**config.mk**
```make
export PLATFORM = sky130hd
export DESIGN_NAME = reg_file
export DESIGN_NICKNAME = d
export VERILOG_FILES = /design/src/source/ooo_pkg.sv /design/src/source/reg_file.sv
export SDC_FILE = /design/constraint.sdc
export NUM_CORES = 2
export LEC_CHECK = 0
export BUFFER_PORTS_ARGS = -buffer_cell sky130_fd_sc_hd__buf_2
export CAP_MARGIN = 30
export CELL_PAD_IN_SITES_DETAIL_PLACEMENT = 1
export CELL_PAD_IN_SITES_GLOBAL_PLACEMENT = 2
export CORE_MARGIN = 2
export CORE_UTILIZATION = 50
export CTS_BUF_LIST = sky130_fd_sc_hd__clkbuf_8
export CTS_CLUSTER_DIAMETER = 40
export DETAILED_ROUTE_END_ITERATION = 12
export PLACE_DENSITY = 0.84
export SYNTH_ARGS = -nofsm -noshare
export SYNTH_HDL_FRONTEND = slang
export SYNTH_SLANG_ARGS = --single-unit
```
**constraint.sdc**
```tcl
create_clock -name clk -period 44.6 [get_ports clk]
set_clock_uncertainty 0.1 [all_clocks]
set_input_delay 4.46 -clock clk [delete_from_list [all_inputs] [get_ports clk]]
set_output_delay 4.46 -clock clk [all_outputs]
set_load 0.02 [all_outputs]
```
**src/source/ooo_pkg.sv**
```systemverilog
`default_nettype none

package ooo_pkg;

    localparam int xlen         = 32;
    localparam int reg_count    = 32;
    localparam int reg_idx_bits = 5;
    localparam int rob_depth    = 8;
    localparam int rob_idx_bits = 3;
    localparam int tag_bits     = 4;
    localparam int rs_depth     = 4;
    localparam int rs_idx_bits  = 2;
    localparam int alu_op_bits  = 4;

    // ALU operation codes
    localparam logic [alu_op_bits-1:0] alu_add = 4'd0;
    localparam logic [alu_op_bits-1:0] alu_sub = 4'd1;
    localparam logic [alu_op_bits-1:0] alu_and = 4'd2;
    localparam logic [alu_op_bits-1:0] alu_or  = 4'd3;
    localparam logic [alu_op_bits-1:0] alu_xor = 4'd4;
    localparam logic [alu_op_bits-1:0] alu_slt = 4'd5;
    localparam logic [alu_op_bits-1:0] alu_sll = 4'd6;
    localparam logic [alu_op_bits-1:0] alu_srl = 4'd7;

    // MIPS major opcodes
    localparam logic [5:0] op_rtype = 6'h00;
    localparam logic [5:0] op_addi  = 6'h08;
    localparam logic [5:0] op_slti  = 6'h0a;
    localparam logic [5:0] op_andi  = 6'h0c;
    localparam logic [5:0] op_ori   = 6'h0d;
    localparam logic [5:0] op_xori  = 6'h0e;

    // R-type function field
    localparam logic [5:0] fn_sll = 6'h00;
    localparam logic [5:0] fn_srl = 6'h02;
    localparam logic [5:0] fn_add = 6'h20;
    localparam logic [5:0] fn_sub = 6'h22;
    localparam logic [5:0] fn_and = 6'h24;
    localparam logic [5:0] fn_or  = 6'h25;
    localparam logic [5:0] fn_xor = 6'h26;
    localparam logic [5:0] fn_slt = 6'h2a;

    // Same word seen as R-type or I-type
    typedef union packed {
        struct packed {
            logic [5:0]              opcode;
            logic [reg_idx_bits-1:0] rs;
            logic [reg_idx_bits-1:0] rt;
            logic [reg_idx_bits-1:0] rd;
            logic [reg_idx_bits-1:0] shamt;
            logic [5:0]              funct;
        } r;
        struct packed {
            logic [5:0]              opcode;
            logic [reg_idx_bits-1:0] rs;
            logic [reg_idx_bits-1:0] rt;
            logic [15:0]             imm;
        } i;
    } instr_t;

endpackage

`default_nettype wire

```
**src/source/reg_file.sv**
```systemverilog
`timescale 1ns/1ps
`default_nettype none

module reg_file import ooo_pkg::*; (
    input  logic                    clk,
    input  logic                    rst,
    input  logic                    alloc,
    input  logic [reg_idx_bits-1:0] src_a,
    input  logic [reg_idx_bits-1:0] src_b,
    input  logic [reg_idx_bits-1:0] dest,
    input  logic [tag_bits-1:0]     new_tag,
    input  logic                    commit_valid,
    input  logic [reg_idx_bits-1:0] commit_rd,
    input  logic [tag_bits-1:0]     commit_tag,
    input  logic [xlen-1:0]         commit_data,
    output logic [xlen-1:0]         a_val,
    output logic [xlen-1:0]         b_val,
    output logic [tag_bits-1:0]     a_tag,
    output logic [tag_bits-1:0]     b_tag
);

    logic [xlen-1:0]     regs [reg_count];
    // Nonzero tag names the ROB entry that will produce the value
    logic [tag_bits-1:0] tags [reg_count];

    assign a_val = regs[src_a];
    assign b_val = regs[src_b];
    assign a_tag = tags[src_a];
    assign b_tag = tags[src_b];

    always_ff @(posedge clk or posedge rst) begin
        if (rst) begin
            for (int i = 0; i < reg_count; i++) begin
                regs[i] <= '0;
                tags[i] <= '0;
            end
        end else begin
            // Only the newest producer of a register may clear its tag
            if (commit_valid && commit_rd != '0 && tags[commit_rd] == commit_tag) begin
                regs[commit_rd] <= commit_data;
                tags[commit_rd] <= '0;
            end
            // Rename in the same cycle overrides the clear
            if (alloc && dest != '0)
                tags[dest] <= new_tag;
        end
    end

endmodule

`default_nettype wire

```
==> reports/qor.csv <==
metric,value,unit
path_cells,buf_8 > buf_4 > buf_16 > buf_4 > buf_16 > buf_4 > mux4_2 > mux4_2 > mux2_2 > buf_2,
dr.max_layer_used,met5,
synth.distinct_cells,42,
min_to,regs[1015]$_DFFE_PP0P_,
peakVddDrop,0.0345,mV
antenna_found_initial,13,
first_pass_iters,5,
yosysTopAreaCell,dfrtp_1,
vias,38900,
clkTransAtPathRegs,0.06,ns
grt_pass1_vias,41900,
hold_start,regs[1015]$_DFFE_PP0P_,
synth_warnings,0,
rows,130,
wl_per_cell,33.6,µm
drive_gt1_frac,0.390,
viasPerCell,6.79,
syn_nets,3974,
ys_ff_latch,1152,
root_buffer,clkbuf_8,
dpl_cell_area,0.0647,mm²
fill_cells,11300,
maxSlewHeadroom,0.240,
cap_violations,0,
end_kind,output port,
cts_resized,0,
gp_congestion,0.875,
wl_met1,79800,µm
port_buffers,135,
rr_endpoint,regs[815]$_DFFE_PP0P_,
path_class,input port to output port,
ys_top_cells_by_count,"dfrtp_1 (1,152), mux2_1 (780), mux4_2 (720), mux2_2 (284), clkbuf_1 (269)",
drv_slew,0,
yosysSeqAreaShare,0.457,
grt_pass1_wl,289000,µm
htreeDepth,4,
slowest_stage,buf_4,
tightestPinTransition,1.14,ns
die_x,359,µm
syn_to_final_growth,10.6,%
finalSetupTns,0,ns
clkLatencyLatePin,0.96,ns
wl_met3,13300,µm
r2r_slack,39.91,ns
cts_tree,built,
powerDensity,37.1,mW/mm²
avgSynthCellArea,16.1,µm²
synth_edf_count,0,
syn-instance-count,3910,
worst_slack,31.47,ns
drt-total-wl,192000,µm
timing_hold_violations_final,0,
r2r-start,tags[106]$_DFF_PP0_,
core,0.125,mm²
max_stage_delay,0.58,ns
dpl.cell_count,5326,
die_h,359,µm
async_flop_share,1.00,
cts_buffers,209,
grt_overflow_total,0,
pre_cts_slack,30.63,ns
synth.most_common_cell,dfrtp_1,
required,40.04,ns
fmax,0.0762,GHz
nets,3962,
cp-start-kind,input port,
finalCriticalPeriod,13.13,ns
outcome,"complete, no violations",
critPathMaxFanout,72,
wl_met2,91400,µm
clkSinkCount,1152,
hpwl,108000,µm
min_path_type,flip-flop to flip-flop,
drcViolationCount,0,
power,2.59,mW
setup_viol,0,
initial_utilization,0.502,
cts_buffer_depth,3,
drt_iter0_markers,3659,
leakage,33.0,nW
cp_data_arrival_time,8.57,ns
final_area,0.0697,mm²
ant_nets,0,
synth.area.top_cells,"dfrtp_1 (46%), mux4_2 (26%), mux2_1 (14%)",
design.die.area,0.129,mm²
rsz0062_at_grt,false,
grtUsageTotal,0.304,
postCtsHoldBufs,0,
r2r_cells,9,
post_cts_buffers,0,
pin_count,136,
period_share,0.294,
yosysTopAreaCellShare,0.457,
instances_no_fill,5729,
grt_max_degree,174,
hold_depth,0,
syn-cell-area,0.0630,mm²
worst_path_most_repeated_cell,buf_4,
synthFlopType,dfrtp_1,
state kept, by name (all words and copies together) (netlist names):
register / count
regs: 1024
tags: 128
cell usage in the layout, fill, tap and decap left out, types with 4 or more instances in the layout:
cell type   instances
dfrtp_1          1152
mux2_1            780
mux4_2            720
mux2_2            284
clkbuf_8          266
buf_2             124
a22o_1            104
buf_4              70
nor2b_1            67
mux2i_1            64
nor2_1             63
inv_1              59
and2_1             44
o22ai_1            32
nand2_1            32
nand4_4            30
and3_1             20
clkinv_2           20
a31o_1             16
bufinv_16          15
buf_16             15
clkinvlp_4         14
nor4_1              8
nand2b_1            8
diode_2             7
nand3_1             6
nand4b_1            4
o21ai_0             4
buf_8               4
buf_12              4
through the flow:
stage / util / hold WS [ns]
after floorplan: - / 0.341
after global placement: 0.515 / 0.276
after detailed placement: 0.516 / 0.283
after CTS: 0.553 / 0.298
after global routing: 0.555 / 0.307
final: 0.555 / 0.295
cell families after synthesis:
| family | count (synthesis) | share of synthesized area |
|---|---|---|
| muxes | 1848 | 0.458 |
| DFF | 1152 | 0.457 |
| buffers and inverters | 443 | 0.0292 |
| and+or+nand+nor | 305 | 0.0348 |
| AOI/OAI and AO/OA | 162 | 0.0208 |
power breakdown:
| group | leakage [nW] | internal (mW) | switching [mW] |
|---|---|---|---|
| logic | 14.6 | 0.155 | 0.166 |
| clock network | 2.58 | 0.626 | 0.479 |
| registers | 15.9 | 1.11 | 0.0545 |
| total | 33.0 | 1.89 | 0.700 |
final cells by class:
cell class / count / area [µm²] / share of cell area
Clock inverter: 119 / 1010 / 0.0145
Sequential cell: 1152 / 28800 / 0.414
Multi-Input combinational cell: 2315 / 32300 / 0.464
Antenna cell: 7 / 17.5 / 0.000251
Timing Repair Buffer: 219 / 1720 / 0.0247
Tap cell: 1650 / 2060 / 0.0296
Clock buffer: 266 / 3660 / 0.0526
Inverter: 1 / 11.3 / 0.000162
metal layers:
| layer | up-vias | track usage |
|---|---|---|
| met1 | 21500 | 0.422 |
| met4 | 10 | 0.122 |
| li1 | 15400 | - |
| met3 | 423 | 0.0594 |
| met2 | 1581 | 0.476 |
| met5 | - | 0 |
worst max-delay path, delay by kind of cell:
kind / cells / cell delay, ns
buffers and inverters: 7 / 2.49
multiplexers: 3 / 1.42
worst max path at each step:
stage | start | end | slack, ns | cells after the start
floorplan | rst | regs[0]$_DFFE_PP0P_ | 7.59 | 1
global placement | src_a[0] | a_val[13] | 30.63 | 8
detailed placement | src_a[0] | a_val[13] | 30.63 | 8
CTS | src_a[0] | a_val[13] | 30.64 | 8
global route | src_a[0] | a_val[13] | 31.08 | 10
finish | src_a[0] | a_val[13] | 31.47 | 10
Power figures use the tool's default switching activity.
