## config.mk

```make
export PLATFORM = sky130hd
export DESIGN_NAME = issue_decode
export DESIGN_NICKNAME = d
export VERILOG_FILES = /design/src/source/ooo_pkg.sv /design/src/source/issue_decode.sv
export SDC_FILE = /design/constraint.sdc
export NUM_CORES = 1
export LEC_CHECK = 0
export ABC_AREA = 1
export BUFFER_PORTS_ARGS = -buffer_cell sky130_fd_sc_hd__buf_2
export CORE_AREA = 2 2 49 51
export DETAILED_ROUTE_END_ITERATION = 7
export DIE_AREA = 0 0 51 53
export MAX_ROUTING_LAYER = met4
export PLACE_DENSITY = 0.81
export SYNTH_ARGS = -nofsm -noshare
export SYNTH_HDL_FRONTEND = slang
export SYNTH_SLANG_ARGS = --single-unit
```

## constraint.sdc

```tcl
create_clock -name vclk -period 1.8
set_clock_uncertainty 0.15 [all_clocks]
set_input_delay 0.09 -clock vclk [all_inputs]
set_output_delay 0.09 -clock vclk [all_outputs]
set_load 0.005 [all_outputs]
```

## src/source/ooo_pkg.sv

```systemverilog
`default_nettype none

package ooo_pkg;

    localparam int xlen         = 32;
    localparam int reg_count    = 32;
    localparam int reg_idx_bits = 5;
    localparam int rob_depth    = 8;
    localparam int rob_idx_bits = 3;
    localparam int tag_bits     = 4;
    localparam int rs_depth     = 4;
    localparam int rs_idx_bits  = 2;
    localparam int alu_op_bits  = 4;

    // ALU operation codes
    localparam logic [alu_op_bits-1:0] alu_add = 4'd0;
    localparam logic [alu_op_bits-1:0] alu_sub = 4'd1;
    localparam logic [alu_op_bits-1:0] alu_and = 4'd2;
    localparam logic [alu_op_bits-1:0] alu_or  = 4'd3;
    localparam logic [alu_op_bits-1:0] alu_xor = 4'd4;
    localparam logic [alu_op_bits-1:0] alu_slt = 4'd5;
    localparam logic [alu_op_bits-1:0] alu_sll = 4'd6;
    localparam logic [alu_op_bits-1:0] alu_srl = 4'd7;

    // MIPS major opcodes
    localparam logic [5:0] op_rtype = 6'h00;
    localparam logic [5:0] op_addi  = 6'h08;
    localparam logic [5:0] op_slti  = 6'h0a;
    localparam logic [5:0] op_andi  = 6'h0c;
    localparam logic [5:0] op_ori   = 6'h0d;
    localparam logic [5:0] op_xori  = 6'h0e;

    // R-type function field
    localparam logic [5:0] fn_sll = 6'h00;
    localparam logic [5:0] fn_srl = 6'h02;
    localparam logic [5:0] fn_add = 6'h20;
    localparam logic [5:0] fn_sub = 6'h22;
    localparam logic [5:0] fn_and = 6'h24;
    localparam logic [5:0] fn_or  = 6'h25;
    localparam logic [5:0] fn_xor = 6'h26;
    localparam logic [5:0] fn_slt = 6'h2a;

    // Same word seen as R-type or I-type
    typedef union packed {
        struct packed {
            logic [5:0]              opcode;
            logic [reg_idx_bits-1:0] rs;
            logic [reg_idx_bits-1:0] rt;
            logic [reg_idx_bits-1:0] rd;
            logic [reg_idx_bits-1:0] shamt;
            logic [5:0]              funct;
        } r;
        struct packed {
            logic [5:0]              opcode;
            logic [reg_idx_bits-1:0] rs;
            logic [reg_idx_bits-1:0] rt;
            logic [15:0]             imm;
        } i;
    } instr_t;

endpackage

`default_nettype wire

```

## src/source/issue_decode.sv

```systemverilog
`timescale 1ns/1ps
`default_nettype none

module issue_decode import ooo_pkg::*; (
    input  logic                    issue_valid,
    input  instr_t                  issue_instr,
    input  logic                    rob_full,
    input  logic                    rs_full,
    output logic                    stall,
    output logic                    alloc,
    output logic [reg_idx_bits-1:0] src_a,
    output logic [reg_idx_bits-1:0] src_b,
    output logic [reg_idx_bits-1:0] dest,
    output logic [alu_op_bits-1:0]  alu_op,
    output logic                    use_imm,
    output logic [xlen-1:0]         imm
);

    logic is_rtype;
    logic is_shift;
    logic zero_ext;

    assign stall = rob_full | rs_full;
    assign alloc = issue_valid & ~stall;

    assign is_rtype = (issue_instr.r.opcode == op_rtype);
    assign is_shift = is_rtype && (issue_instr.r.funct inside {fn_sll, fn_srl});
    assign zero_ext = issue_instr.i.opcode inside {op_andi, op_ori, op_xori};

    // Shifts take the shifted value from rt
    assign src_a   = is_shift ? issue_instr.r.rt : issue_instr.r.rs;
    assign src_b   = issue_instr.r.rt;
    assign dest    = is_rtype ? issue_instr.r.rd : issue_instr.i.rt;
    assign use_imm = ~is_rtype | is_shift;

    always_comb begin
        if (is_shift)
            imm = xlen'(issue_instr.r.shamt);
        else if (zero_ext)
            imm = {{(xlen-16){1'b0}}, issue_instr.i.imm};
        else
            imm = {{(xlen-16){issue_instr.i.imm[15]}}, issue_instr.i.imm};
    end

    always_comb begin
        alu_op = alu_add;
        case (issue_instr.i.opcode)
            op_slti: alu_op = alu_slt;
            op_andi: alu_op = alu_and;
            op_ori:  alu_op = alu_or;
            op_xori: alu_op = alu_xor;
            op_rtype: begin
                case (issue_instr.r.funct)
                    fn_sub:  alu_op = alu_sub;
                    fn_and:  alu_op = alu_and;
                    fn_or:   alu_op = alu_or;
                    fn_xor:  alu_op = alu_xor;
                    fn_slt:  alu_op = alu_slt;
                    fn_sll:  alu_op = alu_sll;
                    fn_srl:  alu_op = alu_srl;
                    default: alu_op = alu_add;
                endcase
            end
            default: alu_op = alu_add;
        endcase
    end

endmodule

`default_nettype wire

```

==> results.md, run 1 <==
- Initial core utilization: around 32%
- Nets: 239
- Static Leakage: around 0.74 nW
- Vias: between 900 and 1,000
- CP Data Required Time: 1.56 ns
- Initial antenna violation count: 0
- Area leader, netlist: buf_4
- Hold path endpoint: src_b[4]
- Hold path cells: 2
- Clkbuf count: 0
- Flop pwr share: 0%
- Final setup fails: 0
- Sequential cell count: 0
- Final worst path period share: 81.7%
- Final core utilization: 46.8%
- Internal: about 0.09 mW
- GRT Total Usage: between 10 and 15%
- Worst hold path class: primary input to output port
- Critical Path AT: 1.23 ns
- DRC viols: 0
- Yosys warns: 0
- Mapped Cells: between 100 and 150
- Combinational family with the most area after synthesis: simple AND/OR/NAND/NOR gates
- Avg Vias per Cell: slightly above 4
- WHS: 0.227 ns
- Multiplexer area fraction after synthesis: 0%
- Global-route wire length before repair: ~2900 um
- Die Ht: around 53 um
- Share of the yosys chip area belonging to registers: 0%
- CP endpoint kind: output port
- HP Start: issue_instr[20]
- Relative slew slack: around 58%
- Final Hold Viols: 0
- I/O Pins: 89
- Die Area: 2700 um2
- Share of cells above drive strength 1: around 50%
- Final HPWL DP: about 1700 um
- Reg area: 0 um2
- Synth Area in Simple Gates: 48.2%
- Routed wire length: roughly 1900 um
- Vias in the first global route: 771
- Switching portion of total power: roughly 50%
- Status: finished clean
- GPL Wtd Cong: between 0.7 and 0.8
- Most frequent cells after synthesis: nand2_1 (37), inv_1 (24), buf_4 (21), nor2_1 (21), nand3_1 (11)
- Area share of the largest cell type after synthesis: between 20% and 30%
- Crit start category: primary input
- Most numerous cell in the Yosys netlist: nand2_1
- Combinational fraction of design power: between 90% and 100%
- Setup TNS: 0 ns
- Max FO, Critical Path: 16
- Xor/xnor share of the synthesized area: 1.25%
- Syn Nets: 170
- Die Wd: 51 um
- Max-cap violations: 0
- Adder-cell share of the synthesized area: 0%
- Total grt overflow: 0
- Wirelength per Cell: about 8.3 um
- Synth area leaders: buf_4 (23%), nand2_1 (20%), inv_1 (13%), nor2_1 (11%), nand3_1 (7.9%)
- Setup Fix Bufs, Post-CTS: 0
- Hold buffer count at CTS: 0
- Fmax: between 600 and 700 MHz
- Clock power frac: 0%
- Max VDD drop: ~0.000094 V
- Core box area: roughly 2100 um2
- Setup CP Type: primary input to output port
- Port-buffer cells: slightly below 90
- Final slew viol count: 0
- Unrepaired setup endpoints after global routing: no
- Power per Cell Area: approximately 180 nW/um2
- Syn avg cell area: slightly above 5 um2
- Min Tclk post-route: 1.47 ns
- Drt first pass iters: 4
- FP Rows: 17
- Cell area after synthesis: approximately 700 um2
- P_sw: a little under 0.09 mW
- Compound-cell area share of the yosys netlist: 8.60%
- Detail Route Antenna Nets: 0
- Synth-to-Final Area Change: 43.9%
- Worst-Margin Slew: approximately 0.63 ns
- Iter 0 DRT Violations: 4
- Synth unique cells: 17
- Post-CTS sizing: 0
- N_diodes: 0
- Largest net degree at the start of global routing: 17
## power groups by stage
stage	clock (mW)	combinational [mW]	sequential, mW
floorplan	0	0.109	0
global placement	0	0.177	0
detailed placement	0	0.179	0
CTS	0	0.180	0
global route	0	0.200	0
finish	0	0.177	0
## worst max path at each step
stage               slack, ns             from       to
floorplan                0.29   issue_instr[0]  imm[17]
global placement         0.33  issue_instr[29]  imm[21]
detailed placement       0.27   issue_instr[0]  imm[28]
CTS                      0.27   issue_instr[0]  imm[28]
global route             0.15   issue_instr[0]  imm[28]
finish                   0.33   issue_instr[0]  imm[28]
## metrics by stage
step / cell area, um2 / total power, mW / worst slack (ns) / instances
2_1_floorplan: 698 / 0.109 / 0.291 / 135
3_3_place_gp: 1000 / 0.177 / 0.334 / 230
3_5_place_dp: 1000 / 0.179 / 0.273 / 230
4_1_cts: 1000 / 0.180 / 0.269 / 230
5_1_grt: 1000 / 0.200 / 0.152 / 230
6_report: 1000 / 0.177 / 0.330 / 230
## per-layer routing
metal  track usage (%)  wire (um)  part of all wire (%)  vias to the layer above
li1                  -          -                     -                      513
met1              15.3        771                    40                      379
met2              28.4        929                    48                       56
met3             0.847        218                    11                        0
met4                 0          0                     0                        0
met5                 -          0                     0                        -
## cells by family after synthesis
logic type | after synthesis
AO/OA/AOI/OAI | 9
buffers and inverters | 49
other | 1
XOR/XNOR | 1
AND/OR/NAND/NOR | 75
## cell usage in the layout (no fill, tap or decap)
| master | n |
|---|---|
| buf_4 | 4 |
| nand2_2 | 1 |
| or2_2 | 1 |
| nor2_4 | 1 |
| nor2_1 | 21 |
| nor2_8 | 1 |
| buf_2 | 88 |
| nand3_1 | 11 |
| conb_1 | 1 |
| xor2_1 | 1 |
| o21ai_2 | 4 |
| inv_1 | 24 |
| nand3_2 | 2 |
| nand2_1 | 37 |
| o21ai_0 | 5 |
## cell type report
cell class | instances | area (um2)
Tap cell | 28 | 35.0
Inverter | 24 | 90.1
Multi-Input combinational cell | 86 | 409
Timing Repair Buffer | 92 | 470
Fill cell | 247 | 1140
## worst max-delay path, cell delays in order
cell     delay, ns
buf_2         0.10
inv_1         0.08
nand3_2       0.08
inv_1         0.05
nand2_2       0.06
nand2_1       0.06
nor2_1        0.49
buf_2         0.23
Power figures use the tool's default switching activity.
==> run 2: changes to the inputs <==
--- a/config.mk
+++ b/config.mk
@@ -7,11 +7,11 @@
 export LEC_CHECK = 0
 export ABC_AREA = 1
 export BUFFER_PORTS_ARGS = -buffer_cell sky130_fd_sc_hd__buf_2
-export CORE_AREA = 2 2 49 51
+export CORE_AREA = 2 2 51 53
 export DETAILED_ROUTE_END_ITERATION = 7
-export DIE_AREA = 0 0 51 53
+export DIE_AREA = 0 0 53 55
 export MAX_ROUTING_LAYER = met4
-export PLACE_DENSITY = 0.81
+export PLACE_DENSITY = 0.79
 export SYNTH_ARGS = -nofsm -noshare
 export SYNTH_HDL_FRONTEND = slang
 export SYNTH_SLANG_ARGS = --single-unit
==> constraint.sdc (replaced) <==
create_clock -name vclk -period 1.3
set_clock_uncertainty 0.15 [all_clocks]
set_input_delay 0.065 -clock vclk [all_inputs]
set_output_delay 0.065 -clock vclk [all_outputs]
set_load 0.005 [all_outputs]
==> results.md, run 2 (synthesis gave the netlist of run 1 again) <==
- Status: finished clean (unchanged)
- Core box area: 2360 um2 (was 2150 um2)
- Avg Vias per Cell: 4.20 (was 4.12)
- DRC viols: 0 (unchanged)
- Total grt overflow: 0 (unchanged)
- Worst hold path class: primary input to output port (unchanged)
- Nets: 252 (was 239)
- FP Rows: 18 (was 17)
- Clkbuf count: 0 (unchanged)
- Port-buffer cells: 88 (unchanged)
- Power per Cell Area: 238 nW/um2 (was 176 nW/um2)
- Die Ht: 55 um (was 53 um)
- Routed wire length: 2150 um (was 1920 um)
- P_sw: 0.134 mW (was 0.0876 mW)
- Switching portion of total power: 47.8% (was 49.4%)
- CP endpoint kind: output port (unchanged)
- WHS: 0.176 ns (was 0.227 ns)
- Final worst path period share: roughly 96%
- Final slew viol count: 0 (unchanged)
- Die Area: 2920 um2 (was 2700 um2)
- Vias: 1,028 (was 948)
- Filler instances: 282 (was 247)
- Global-route wire length before repair: 3110 um (was 2920 um)
- I/O Pins: 89 (unchanged)
- Min Tclk post-route: approximately 1.2 ns
- Final setup fails: 0 (unchanged)
- Critical Path AT: 1.03 ns (was 1.23 ns)
- Leading cell type in the layout, fill and taps excluded: buf_2 (unchanged)
- Flop pwr share: 0% (about the same)
- Initial core utilization: 29.5% (was 32.5%)
- Most frequent cells in the layout: buf_2 (88), nand2_1 (35), inv_1 (24), nor2_1 (16), buf_4 (13) (was buf_2 (88), nand2_1 (37), inv_1 (24), nor2_1 (21), nand3_1 (11))
- Static Leakage: 0.814 nW (was 0.737 nW)
- Final HPWL DP: 1730 um (was 1700 um)
- CP Data Required Time: 1.09 ns (was 1.56 ns)
- Max FO, Critical Path: 8 (was 16)
- Setup TNS: 0 ns (unchanged)
- Final Hold Viols: 0 (unchanged)
- Hold buffer count at CTS: 0 (unchanged)
- Iter 0 DRT Violations: 13 (was 4)
- Worst setup margin: 0.0516 ns (was 0.330 ns)
- N_diodes: 0 (unchanged)
- Max VDD drop: 0.000119 V (was 0.0000937 V)
- Synth-to-Final Area Change: 68.5% (was 43.9%)
- Internal: 0.146 mW (was 0.0896 mW)
- Share of cells above drive strength 1: 57.2% (was 50.5%)
- Clock power frac: 0% (about the same)
- Pre-CTS setup slack: -0.0504 ns (was 0.273 ns)
- Sequential cell count: 0 (unchanged)
- Fmax: 801 MHz
- Die Wd: 53 um (was 51 um)
- Drt first pass iters: 4 (unchanged)
- Combinational fraction of design power: 100.0% (about the same)
- Unrepaired setup endpoints after global routing: yes (was no)
- Total power: 0.280 mW (was 0.177 mW)
- Vias in the first global route: 774 (was 771)
- GPL Wtd Cong: 0.793 (was 0.739)
- Max-cap violations: 0 (unchanged)
- GRT Total Usage: 13.7% (was 13.8%)
- Largest net degree at the start of global routing: 17 (unchanged)
- Detail Route Antenna Nets: 0 (unchanged)
- Crit start category: primary input (unchanged)
- Initial antenna violation count: 0 (unchanged)
- Wirelength per Cell: 8.76 um (was 8.34 um)
- Setup CP Type: primary input to output port (unchanged)
- Final core utilization: 49.7% (was 46.8%)
- Reg area: 0 um2 (unchanged)
==> run 2: critical path: stages <==
cell     delay [ns]
buf_2          0.12
nor2_2         0.16
nand3_4        0.10
buf_6          0.14
nor2_8         0.16
buf_4          0.13
nor2_1         0.03
buf_2          0.12
==> run 2: worst paths after layout <==
check / startpoint / endpoint / slack (ns) / cells after the start
worst max-delay path: issue_instr[27] / imm[6] / 0.05 / 8
worst min-delay path: issue_instr[16] / src_b[0] / 0.18 / 2
==> run 2: layout make-up <==
class	count	area, um2	share of cell area [%]
inverter	24	90.1	7.66
multi-input combinational	87	459	39.0
tap	30	37.5	3.19
timing repair buffer	104	589	50.1
==> run 2: power groups by stage <==
stage                     Clock [mW]  Sequential (mW)  Combinational (mW)
final                              0                0               0.280
after global routing               0                0               0.319
after CTS                          0                0               0.270
after detailed placement           0                0               0.264
after global placement             0                0               0.259
after floorplan                    0                0               0.151
==> run 2: metal layers <==
layer | up-vias | wire length [um] | global-route usage (%)
met3 | 0 | 198 | 0.538
li1 | 540 | - | -
met2 | 48 | 1100 | 26.9
met4 | 0 | 0 | 0
met1 | 440 | 852 | 16.7
met5 | - | 0 | -
==> run 2: what timing repair did <==
action,in CTS,in global routing
gates resized for setup,1,11
buffers inserted,2,2
pin swaps,1,3
gates cloned,1,0
endpoints found under the setup margin,23,37
==> run 2: stage by stage <==
step | instance area (um2) | std cells
after global routing | 1180 | 245
after floorplan | 701 | 135
final | 1180 | 245
after detailed placement | 1080 | 240
after CTS | 1130 | 243
after global placement | 1080 | 240
