### src/source/ooo_pkg.sv
`default_nettype none

package ooo_pkg;

    localparam int xlen         = 32;
    localparam int reg_count    = 32;
    localparam int reg_idx_bits = 5;
    localparam int rob_depth    = 8;
    localparam int rob_idx_bits = 3;
    localparam int tag_bits     = 4;
    localparam int rs_depth     = 4;
    localparam int rs_idx_bits  = 2;
    localparam int alu_op_bits  = 4;

    // ALU operation codes
    localparam logic [alu_op_bits-1:0] alu_add = 4'd0;
    localparam logic [alu_op_bits-1:0] alu_sub = 4'd1;
    localparam logic [alu_op_bits-1:0] alu_and = 4'd2;
    localparam logic [alu_op_bits-1:0] alu_or  = 4'd3;
    localparam logic [alu_op_bits-1:0] alu_xor = 4'd4;
    localparam logic [alu_op_bits-1:0] alu_slt = 4'd5;
    localparam logic [alu_op_bits-1:0] alu_sll = 4'd6;
    localparam logic [alu_op_bits-1:0] alu_srl = 4'd7;

    // MIPS major opcodes
    localparam logic [5:0] op_rtype = 6'h00;
    localparam logic [5:0] op_addi  = 6'h08;
    localparam logic [5:0] op_slti  = 6'h0a;
    localparam logic [5:0] op_andi  = 6'h0c;
    localparam logic [5:0] op_ori   = 6'h0d;
    localparam logic [5:0] op_xori  = 6'h0e;

    // R-type function field
    localparam logic [5:0] fn_sll = 6'h00;
    localparam logic [5:0] fn_srl = 6'h02;
    localparam logic [5:0] fn_add = 6'h20;
    localparam logic [5:0] fn_sub = 6'h22;
    localparam logic [5:0] fn_and = 6'h24;
    localparam logic [5:0] fn_or  = 6'h25;
    localparam logic [5:0] fn_xor = 6'h26;
    localparam logic [5:0] fn_slt = 6'h2a;

    // Same word seen as R-type or I-type
    typedef union packed {
        struct packed {
            logic [5:0]              opcode;
            logic [reg_idx_bits-1:0] rs;
            logic [reg_idx_bits-1:0] rt;
            logic [reg_idx_bits-1:0] rd;
            logic [reg_idx_bits-1:0] shamt;
            logic [5:0]              funct;
        } r;
        struct packed {
            logic [5:0]              opcode;
            logic [reg_idx_bits-1:0] rs;
            logic [reg_idx_bits-1:0] rt;
            logic [15:0]             imm;
        } i;
    } instr_t;

endpackage

`default_nettype wire

### src/source/reorder_buffer.sv
`timescale 1ns/1ps
`default_nettype none

module reorder_buffer import ooo_pkg::*; (
    input  logic                    clk,
    input  logic                    rst,
    input  logic                    alloc,
    input  logic [reg_idx_bits-1:0] dest,
    input  logic [tag_bits-1:0]     a_tag,
    input  logic [tag_bits-1:0]     b_tag,
    input  logic                    cdb_valid,
    input  logic [tag_bits-1:0]     cdb_tag,
    input  logic [xlen-1:0]         cdb_data,
    output logic                    rob_full,
    output logic [tag_bits-1:0]     new_tag,
    output logic                    a_ready,
    output logic                    b_ready,
    output logic [xlen-1:0]         a_data,
    output logic [xlen-1:0]         b_data,
    output logic                    commit_valid,
    output logic [reg_idx_bits-1:0] commit_rd,
    output logic [tag_bits-1:0]     commit_tag,
    output logic [xlen-1:0]         commit_data
);

    logic [rob_depth-1:0]    busy;
    logic [rob_depth-1:0]    ready;
    logic [reg_idx_bits-1:0] entry_rd   [rob_depth];
    logic [xlen-1:0]         entry_data [rob_depth];
    logic [rob_idx_bits-1:0] head;
    logic [rob_idx_bits-1:0] tail;
    logic [rob_idx_bits:0]   count;
    logic [rob_idx_bits-1:0] a_idx;
    logic [rob_idx_bits-1:0] b_idx;
    logic [rob_idx_bits-1:0] cdb_idx;

    // Tag is slot plus one, zero is reserved for the register file
    assign a_idx   = rob_idx_bits'(a_tag - tag_bits'(1));
    assign b_idx   = rob_idx_bits'(b_tag - tag_bits'(1));
    assign cdb_idx = rob_idx_bits'(cdb_tag - tag_bits'(1));
    assign new_tag = tag_bits'(tail) + tag_bits'(1);

    assign rob_full = (count == (rob_idx_bits + 1)'(rob_depth));

    // Lookups see the entry even while it retires
    assign a_ready = ready[a_idx];
    assign b_ready = ready[b_idx];
    assign a_data  = entry_data[a_idx];
    assign b_data  = entry_data[b_idx];

    assign commit_valid = busy[head] & ready[head];
    assign commit_rd    = entry_rd[head];
    assign commit_tag   = tag_bits'(head) + tag_bits'(1);
    assign commit_data  = entry_data[head];

    always_ff @(posedge clk or posedge rst) begin
        if (rst) begin
            busy  <= '0;
            ready <= '0;
            head  <= '0;
            tail  <= '0;
            count <= '0;
        end else begin
            if (cdb_valid)
                ready[cdb_idx] <= 1'b1;
            if (commit_valid) begin
                busy[head] <= 1'b0;
                head       <= head + 1'b1;
            end
            if (alloc) begin
                busy[tail]  <= 1'b1;
                ready[tail] <= 1'b0;
                tail        <= tail + 1'b1;
            end
            count <= count + {{rob_idx_bits{1'b0}}, alloc}
                           - {{rob_idx_bits{1'b0}}, commit_valid};
        end
    end

    always_ff @(posedge clk) begin
        if (cdb_valid)
            entry_data[cdb_idx] <= cdb_data;
        if (alloc)
            entry_rd[tail] <= dest;
    end

endmodule

`default_nettype wire

### config.mk
export PLATFORM = sky130hd
export DESIGN_NAME = reorder_buffer
export DESIGN_NICKNAME = d
export VERILOG_FILES = /design/src/source/ooo_pkg.sv /design/src/source/reorder_buffer.sv
export SDC_FILE = /design/constraint.sdc
export NUM_CORES = 1
export LEC_CHECK = 0
export BUFFER_PORTS_ARGS = -buffer_cell sky130_fd_sc_hd__buf_2
export CAP_MARGIN = 10
export CORE_AREA = 2 2 191 212
export DETAILED_ROUTE_END_ITERATION = 7
export DIE_AREA = 0 0 193 214
export PLACE_DENSITY = 0.68
export SLEW_MARGIN = 20
export SYNTH_ARGS = -nofsm -noshare
export SYNTH_HDL_FRONTEND = slang
export SYNTH_SLANG_ARGS = --single-unit
### constraint.sdc
create_clock -name clk -period 6.46 [get_ports clk]
set_input_delay 0.646 -clock clk [delete_from_list [all_inputs] [get_ports clk]]
set_output_delay 0.646 -clock clk [all_outputs]
set_load 0.01 [all_outputs]
==> metrics.md, run 1 <==
| Metric | Value |
|---|---|
| CP Data Arrival Time | `3.35 ns` |
| Clk pin slew, worst setup/hold paths | `0.06 ns` |
| Drt wl/cell | `26.0 um` |
| Ys async rst share | `8.07%` |
| Run status | `finished clean` |
| CTS tree | `built` |
| HP Class | `input pin to async pin` |
| Max cap viols | `0` |
| Clock power frac | `27.0%` |
| Cts bufs inserted | `34` |
| Post-route cell area | `19100 um2` |
| Skew-Pair Late Insertion Delay | `0.51 ns` |
| Fmax | `250 MHz` |
| Worst Path Max Fanout | `66` |
| Post-synthesis sequential area ratio | `57.2%` |
| Layout Nets | `1050` |
| Total power | `7.19 mW` |
| Starting DRT DRC Count | `568` |
| Num rows | `76` |
| Setup tns final | `0 ns` |
| Synth warn | `0` |
| Pre-antenna DRT Iters | `4` |
| Pwr dens | `376 nW/um2` |
| Comb power frac | `33.9%` |
| R2r endpoint | `count[2]` |
| Final hold vios | `0` |
| Placed Area | `18000 um2` |
| Netlist cell types | `38` |
| Worst r2r path cells | `9` |
| Final GP Congestion | `0.749` |
| Routed WL | `39400 um` |
| Fin cells | `1516` |
| Largest net degree at the start of global routing | `67` |
| Post-synthesis register bit count | `322` |
| Most frequent cells in the layout | `edfxtp_1 (296), mux4_2 (205), buf_2 (160), mux2_2 (91), clkbuf_16 (37)` |
| Crit Reg-Reg Startpoint | `head[2]` |
| Die area | `41300 um2` |
| Peak VDD IR | `0.258 mV` |
| Post-CTS Setup Bufs | `0` |
| Syn-to-layout area delta | `14.8%` |
| Antenna violations before repair | `3` |
| DRC viols | `0` |
| CTS resizes | `0` |
| Crit Path Class | `input pin to primary output` |
| Mapped Nets | `893` |
| Antenna-violating nets left | `0` |
| Global-route total usage across every layer | `19.3%` |
| CP startpoint kind | `input pin` |
| Die W | `193 um` |
| Seq pwr share | `39.0%` |
| Power Internal | `4.99 mW` |
| Clock Skew | `0.00501 ns` |
| IO buf count | `162` |
| Detail Placement HPWL | `23000 um` |
| GRT overflow | `0` |
| Slew @ Worst Pin | `1.09 ns` |
| EDFF count, synth | `296` |
| First-pass GRT wire length | `58400 um` |
| Top post-synthesis cells by area | `edfxtp_1 (53%), mux4_2 (28%), mux2_2 (6.1%), dfrtp_1 (3.9%), mux2_4 (1.5%)` |
| Slew Viols, Final | `0` |
| Ratio of final minimum period to clock period | `61.8%` |
| Top-area cell type share of the netlist area | `53.3%` |
| Most common cell after layout, fill and taps aside | `edfxtp_1` |
| Cells after Synth | `829` |
| Drt via density | `5.90` |
| Register area | `9550 um2` |
| Core area | `39000 um2` |
| Crit path time final | `3.99 ns` |
| # fillers | `3200` |
| Hold Buf Count CTS | `0` |
| RSZ-0062 raised after global routing | `no` |
| Setup crit end kind | `primary output` |
| Synthesized area per cell | `20.1 um2` |
| Cell Area, Synth | `16700 um2` |
| Primary FF master, synth | `edfxtp_1` |
| Clock Path Buffers | `3` |
| Initial Util | `42.8%` |
| Vias in the first global route | `9522` |
| Dpl cells | `1456` |
| Rel. slew slack | `27.5%` |
| Multi-input gate area | `6770 um2` |
| Setup violators final | `0` |
| R2R setup slack | `3.27 ns` |
| Die height | `214 um` |
| Ant. Diodes | `0` |
| Clock sink count | `322` |
| Root buffer cell | `clkbuf_16` |
| Share of layout cells above drive strength 1 | `56.2%` |
| Area leader, netlist | `edfxtp_1` |
| Static leakage | `6.52 nW` |
| DR vias | `8940` |
| Worst Path Required | `5.81 ns` |
| H-tree levels | `2` |
| Sw Share | `30.6%` |
| Sw power | `2.20 mW` |
| IO Pins | `166` |
==> area by class of cell <==
cell class / instances / area share [%]
clock buffers: 38 / 4.91
clock inverters: 21 / 1.01
inverters: 17 / 0.334
multi-input cells: 429 / 35.4
flip-flops and latches: 322 / 49.9
well taps: 507 / 3.32
repair buffers: 182 / 5.15
==> worst max path at each step <==
stage          depth (start not counted)       start                to
6_report                               7    b_tag[0]         b_data[2]
5_1_grt                                7    b_tag[0]        b_data[31]
4_1_cts                                7    a_tag[0]         a_data[2]
3_5_place_dp                           7    a_tag[0]         a_data[2]
3_3_place_gp                           7    a_tag[0]         a_data[2]
2_1_floorplan                          4  cdb_tag[0]  entry_data[3][0]
==> power by group through the flow <==
stage / clock (mW) / sequential (mW) / combinational, mW
finish: 1.94 / 2.81 / 2.44
global route: 2.07 / 2.85 / 2.63
CTS: 1.99 / 2.82 / 2.48
detailed placement: 0 / 2.86 / 2.47
global placement: 0 / 2.84 / 2.45
floorplan: 0 / 2.62 / 1.97
==> registers in the layout, indices dropped and copies added (netlist names) <==
| signal | cells |
|---|---|
| busy | 8 |
| head | 3 |
| entry_data | 256 |
| ready | 8 |
| entry_rd | 40 |
| count | 4 |
| tail | 3 |
==> logic make-up (layout without fill, tap and decap cells) <==
kind of cell               count (synthesis)  in the layout  synth area share, %
muxes                                    322            322                 36.0
xor gates and xnor gates                  12             12                0.630
and+or+nand+nor                           63             63                 1.69
DFF                                      322            322                 57.2
AOI/OAI and AO/OA                         21             21                0.803
buffers and inverters                     78            258                 2.77
adders and majority gates                 11             11                0.871
==> per-layer routing <==
layer | global-route usage (%) | vias up | wire (um)
li1 | - | 3858 | -
met1 | 24.4 | 4708 | 14900
met2 | 33.7 | 309 | 20800
met3 | 4.39 | 59 | 3060
met4 | 4.75 | 6 | 700
met5 | 0 | - | 41
==> synthesized netlist by cell type (2+ instances only) <==
cell,count
buf_6,12
inv_1,17
ha_1,10
nor2_1,28
and3_1,2
edfxtp_1,296
buf_2,22
buf_1,3
dfrtp_1,26
clkbuf_1,17
mux2_4,17
xor2_1,6
buf_4,4
mux2i_1,8
buf_12,2
nor3_1,6
a22oi_1,2
o21ai_0,13
xnor2_1,6
nand2b_1,4
nand2_1,16
o221a_2,2
mux2_2,91
mux4_2,205
==> critical path, stage by stage <==
cell and delay (ns):
buf_4 0.52, inv_1 0.11, ha_2 0.34, buf_4 0.79, mux4_2 0.42, mux2_2 0.31, buf_2 0.15
==> per-stage QoR <==
step,setup slack (ns),utilization [%],hold WS [ns]
2_1_floorplan,2.61,-,0.469
3_3_place_gp,2.33,46.1,0.494
3_5_place_dp,2.37,46.1,0.507
4_1_cts,2.34,49.0,0.360
5_1_grt,2.29,49.1,0.279
6_report,2.47,49.1,0.224
(Power assumes the default switching activity.)
==> run 2, diff against run 1 <==
==> constraint.sdc (replaced) <==
create_clock -name clk -period 4 [get_ports clk]
set_input_delay 0.4 -clock clk [delete_from_list [all_inputs] [get_ports clk]]
set_output_delay 0.4 -clock clk [all_outputs]
set_load 0.01 [all_outputs]
==> run 2 against run 1 <==
  * Non-clock buffer count grew 3
  * Sequential cell count is the same
  * Critical endpoint is now commit_data[17]
  * Critical path depth shrank 3
  * Cell area grew 0.17%
  * Count of clock-buffer cells in the layout grew 6
  * Clock power grew 61%
  * Die area is the same
  * Via count grew 0.56%
  * The run now ends with negative hold slack left
  * Combinational power grew 66%
==> metrics.md, run 2 (synthesis results as in run 1) <==
| Metric | Value |
|---|---|
| IO Pins | `166` |
| Setup crit end kind | `primary output` |
| IO buf count | `162` |
| First-pass GRT wire length | `60000 um` |
| Die W | `193 um` |
| Die height | `214 um` |
| CTS resizes | `0` |
| Crit Reg-Reg Startpoint | `head[1]` |
| Number of flip-flops in the largest register | `256` |
| # fillers | `3223` |
| HP Class | `input pin to async pin` |
| Final GP Congestion | `0.762` |
| Routed WL | `39800 um` |
| CP startpoint kind | `register` |
| Fmax | `298 MHz` |
| Failing checks | `negative hold slack` |
| Largest stage delay on the critical path | `0.67 ns` |
| Top reg by flops | `entry_data` |
| Rel. slew slack | `29.5%` |
| Pwr dens | `606 nW/um2` |
| Most common cell after layout, fill and taps aside | `edfxtp_1` |
| Most frequent cells in the layout | `edfxtp_1 (296), mux4_2 (205), buf_2 (160), mux2_2 (91), clkbuf_16 (37)` |
| Skew-Pair Late Insertion Delay | `0.53 ns` |
| Drt via density | `5.90` |
| Largest net degree at the start of global routing | `67` |
| Pre-antenna DRT Iters | `5` |
| Run status | `finished with violations` |
| Worst Path Max Fanout | `36` |
| Post-CTS Setup Bufs | `0` |
| Post-route cell area | `19200 um2` |
| Worst Setup EP | `commit_data[17]` |
| Detail Placement HPWL | `23400 um` |
| Vias in the first global route | `9662` |
| Clock sink count | `322` |
| Clock Skew | `0.0143 ns` |
| Worst Path Required | `3.60 ns` |
| Max cap viols | `0` |
| H-tree levels | `2` |
| Global-route total usage across every layer | `19.8%` |
| Core area | `39000 um2` |
| Cts bufs inserted | `36` |
| Clk pin slew, worst setup/hold paths | `0.06 ns` |
| Slew Viols, Final | `0` |
| RSZ-0062 raised after global routing | `no` |
| Critical-path cell list | `buf_4 > mux4_1 > mux2_4 > buf_2` |
| Placed Area | `18000 um2` |
| Root buffer cell | `clkbuf_16` |
| Worst r2r path cells | `9` |
| CTS tree | `built` |
| DR vias | `8990` |
| Clock Path Buffers | `3` |
| Num rows | `76` |
| Initial Util | `42.8%` |
| Setup violators final | `0` |
| Hold Buf Count CTS | `0` |
| Total power | `11.6 mW` |
| R2R setup slack | `0.94 ns` |
| Share of layout cells above drive strength 1 | `55.8%` |
| GRT overflow | `0` |
| Setup tns final | `0 ns` |
| Static leakage | `6.54 nW` |
| Slew @ Worst Pin | `1.06 ns` |
| Crit path time final | `3.35 ns` |
| Worst Setup SP | `head[2]` |
| Antenna-violating nets left | `0` |
| Peak VDD IR | `0.511 mV` |
| Layout Nets | `1055` |
| Largest registers | `entry_data: 256 flops, entry_rd: 40 flops` |
| Starting DRT DRC Count | `651` |
| R2r endpoint | `count[1]` |
| DRC viols | `0` |
| Final hold slack | `-0.0347 ns` |
| Final hold vios | `26` |
| CP max-delay cell | `buf_4` |
| Crit Path Class | `register to primary output` |
| Die area | `41300 um2` |
| CP Data Arrival Time | `2.95 ns` |
| Antenna violations before repair | `4` |
| Drt wl/cell | `26.1 um` |
| Syn-to-layout area delta | `15.0%` |
| Ratio of final minimum period to clock period | `83.8%` |
run 2: area by class of cell:
cell class / instances / area, um2 / share of cell area [%]
antenna: 1 / 2.50 / 0.0131
clock buffer: 44 / 952 / 4.97
clock inverter: 20 / 158 / 0.823
inverter: 17 / 63.8 / 0.333
multi-input combinational: 429 / 6770 / 35.3
sequential: 322 / 9550 / 49.8
tap: 507 / 634 / 3.31
timing repair buffer: 185 / 1040 / 5.42
run 2: layer usage:
metal / GRT usage [%] / up-vias / part of all wire (%)
met5: 0 / - / 0.12
met4: 4.80 / 6 / 1.9
met3: 4.46 / 63 / 6.7
met2: 34.3 / 266 / 52
met1: 25.2 / 4793 / 39
li1: - / 3862 / -
run 2: how the worst min path moves through the flow:
stage,from,depth (start not counted),endpoint,slack [ns]
after floorplan,rst,1,busy[0],0.44
after global routing,rst,2,ready[4],0.02
after CTS,cdb_data[31],1,entry_data[5][31],0.12
after detailed placement,busy[2],2,busy[2],0.50
after global placement,busy[2],2,busy[2],0.49
final,rst,2,tail[0],-0.03
run 2: where the power goes:
| part | switching [mW] | total, mW | internal (mW) |
|---|---|---|---|
| registers | 0.398 | 4.43 | 4.03 |
| clock network | 1.29 | 3.12 | 1.83 |
| logic | 1.92 | 4.06 | 2.15 |
run 2: stage by stage:
stage          cells  util (%)  setup WS (ns)  hold WS [ns]
6_report        1525      49.2          0.648       -0.0347
3_3_place_gp    1460      46.3           1.01         0.491
5_1_grt         1524      49.1          0.453        0.0152
2_1_floorplan    829         -          0.395         0.440
4_1_cts         1524      49.1          0.558         0.117
3_5_place_dp    1460      46.3          0.938         0.501
run 2: critical path, delay by kind of cell (launching register included):
family	cells	cell delay (ns)
flops	1	0.64
mux	2	0.94
buf+inv	2	0.81
==> run 3, diff against run 2 <==
--- a/config.mk
+++ b/config.mk
@@ -10,7 +10,7 @@
 export CORE_AREA = 2 2 191 212
 export DETAILED_ROUTE_END_ITERATION = 7
 export DIE_AREA = 0 0 193 214
-export PLACE_DENSITY = 0.68
+export PLACE_DENSITY = 0.7
 export SLEW_MARGIN = 20
 export SYNTH_ARGS = -nofsm -noshare
 export SYNTH_HDL_FRONTEND = slang
==> constraint.sdc (replaced) <==
create_clock -name clk -period 2.8 [get_ports clk]
set_input_delay 0.28 -clock clk [delete_from_list [all_inputs] [get_ports clk]]
set_output_delay 0.28 -clock clk [all_outputs]
set_load 0.01 [all_outputs]
==> run 3 against run 2 <==
  * First-iteration DRC count is 17% lower
  * Critical path depth unchanged
  * Via count shrank 0.38%
  * Wire length down 0.10%
  * Largest power group unchanged
  * Clock power is 37% higher
  * Die area unchanged
  * Critical endpoint is now commit_data[31]
  * The flow now finishes without violations
  * Sequential power grew 39%
==> metrics.md, run 3 (synthesis results as in run 1) <==
| Metric | Value |
|---|---|
| Setup crit end kind | `primary output` |
| IO Pins | `166` |
| DR vias | `8956` |
| Pre-antenna DRT Iters | `5` |
| Post-CTS Setup Bufs | `0` |
| Die area | `41300 um2` |
| WP buf/inv | `2` |
| Static leakage | `6.63 nW` |
| Skew-Pair Late Insertion Delay | `0.51 ns` |
| Most common cell after layout, fill and taps aside | `edfxtp_1` |
| CP startpoint kind | `register` |
| Top reg by flops | `entry_data` |
| Most frequent cells in the layout | `edfxtp_1 (296), mux4_2 (205), buf_2 (160), mux2_2 (91), clkbuf_16 (35)` |
| Worst Setup EP | `commit_data[31]` |
| Post-route cell area | `19400 um2` |
| Clock Path Buffers | `3` |
| Rel. slew slack | `37.2%` |
| Largest net degree at the start of global routing | `67` |
| Die height | `214 um` |
| Final GP Congestion | `0.799` |
| IO buf count | `162` |
| Worst path depth | `4` |
| Slew @ Worst Pin | `0.937 ns` |
| Num rows | `76` |
| Setup violators final | `0` |
| Worst Setup SP | `head[0]` |
| DRC viols | `0` |
| Register area | `9550 um2` |
| Ratio of final minimum period to clock period | `96.5%` |
| Crit Path Class | `register to primary output` |
| CTS tree | `built` |
| Antenna-violating nets left | `0` |
| Final hold vios | `0` |
| Drt wl/cell | `25.9 um` |
| Worst Path Required | `2.52 ns` |
| Starting DRT DRC Count | `538` |
| Clk pin slew, worst setup/hold paths | `0.06 ns` |
| Hold Crit Start | `dest[0]` |
| R2r endpoint | `count[2]` |
| R2R setup slack | `0.25 ns` |
| RSZ-0062 raised after global routing | `no` |
| CP Data Arrival Time | `2.42 ns` |
| Cts bufs inserted | `34` |
| Fmax | `370 MHz` |
| Top delay family on crit path | `multiplexers` |
| Layout Nets | `1069` |
| HP Class | `input pin to register` |
| Peak VDD IR | `0.757 mV` |
| Root buffer cell | `clkbuf_16` |
| Clock sink count | `322` |
| Setup tns final | `0 ns` |
| Share of layout cells above drive strength 1 | `56.2%` |
| H-tree levels | `2` |
| CP max-delay cell | `dfrtp_4` |
| Core area | `39000 um2` |
| Largest stage delay on the critical path | `0.57 ns` |
| Routed WL | `39800 um` |
| Drt via density | `5.83` |
| Max cap viols | `0` |
| Die W | `193 um` |
| Antenna violations before repair | `4` |
| # fillers | `3215` |
| Initial Util | `42.8%` |
| Multi-input gate area | `6790 um2` |
| Run status | `finished clean` |
| Largest registers | `entry_data: 256 flops, entry_rd: 40 flops` |
| First-pass GRT wire length | `59500 um` |
| Critical-path cell list | `buf_8 > mux4_2 > mux2_2 > buf_2` |
| Detail Placement HPWL | `24500 um` |
| Placed Area | `18300 um2` |
| Vias in the first global route | `9534` |
| Pwr dens | `856 nW/um2` |
| Global-route total usage across every layer | `19.7%` |
| Worst Path Max Fanout | `32` |
| Crit path time final | `2.70 ns` |
| Hold path depth | `1` |
| GRT overflow | `0` |
| Slew Viols, Final | `0` |
| Number of flip-flops in the largest register | `256` |
| Crit Reg-Reg Startpoint | `head[2]` |
| Syn-to-layout area delta | `16.2%` |
| Worst r2r path cells | `9` |
| Clock Skew | `0.00802 ns` |
[run 3: cell types whose count changed in the layout (fill, tap and decap cells not counted), sizes merged]
cell	before	now
buf	185	200
clkinv	14	9
diode	1	3
dlygate4sd3	0	1
inv	19	18
[run 3: worst min path at each step]
stage                     slack, ns           endpoint
after floorplan                0.32            busy[0]
after detailed placement       0.50            busy[2]
after CTS                     0.009  entry_data[1][25]
after global placement         0.49            busy[2]
final                          0.03     entry_rd[5][0]
after global routing           0.02     entry_rd[0][0]
[run 3: layout make-up]
type,instances,area share (%)
sequential,322,49.3
timing repair buffer,201,6.63
clock buffer,44,4.75
multi-input combinational,429,35.0
tap,507,3.27
antenna,3,0.0387
inverter,17,0.329
clock inverter,14,0.659
[run 3: what timing repair did]
item	CTS	global route
gates resized for setup	3	4
hold endpoints to repair	0	26
endpoints found under the setup margin	16	7
hold buffers	0	1
[run 3: routing by layer]
metal / share of wire (%) / GRT usage (%) / vias up
met5: 0.028 / 0 / -
met4: 1.7 / 4.75 / 2
met3: 6.7 / 4.34 / 50
met2: 52 / 33.8 / 269
met1: 40 / 25.4 / 4743
li1: - / - / 3892
[run 3: stage by stage]
step	setup WS (ns)	hold slack (ns)	utilization, %	power [mW]	std cells
after global placement	0.261	0.491	46.9	12.4	1475
after CTS	0.000237	0.00933	49.6	16.8	1533
after floorplan	-0.658	0.320	-	10.6	829
after detailed placement	0.261	0.496	46.9	12.4	1475
after global routing	0.0208	0.0228	49.7	17.4	1535
final	0.0968	0.0299	49.7	16.6	1537
[run 3: power by group]
group          internal, mW  switching, mW
clock network          2.50           1.76
registers              5.76          0.395
logic                  3.22           2.94
[run 3: worst register-to-register path, delay by kind of cell, from the launching register on]
kind / cells / cell delay [ns]
xor+xnor: 1 / 0.13
buf+inv: 2 / 0.11
fa+ha+maj: 3 / 0.80
simple gates: 1 / 0.23
mux: 1 / 0.32
flops: 1 / 0.57
compound gates: 1 / 0.27
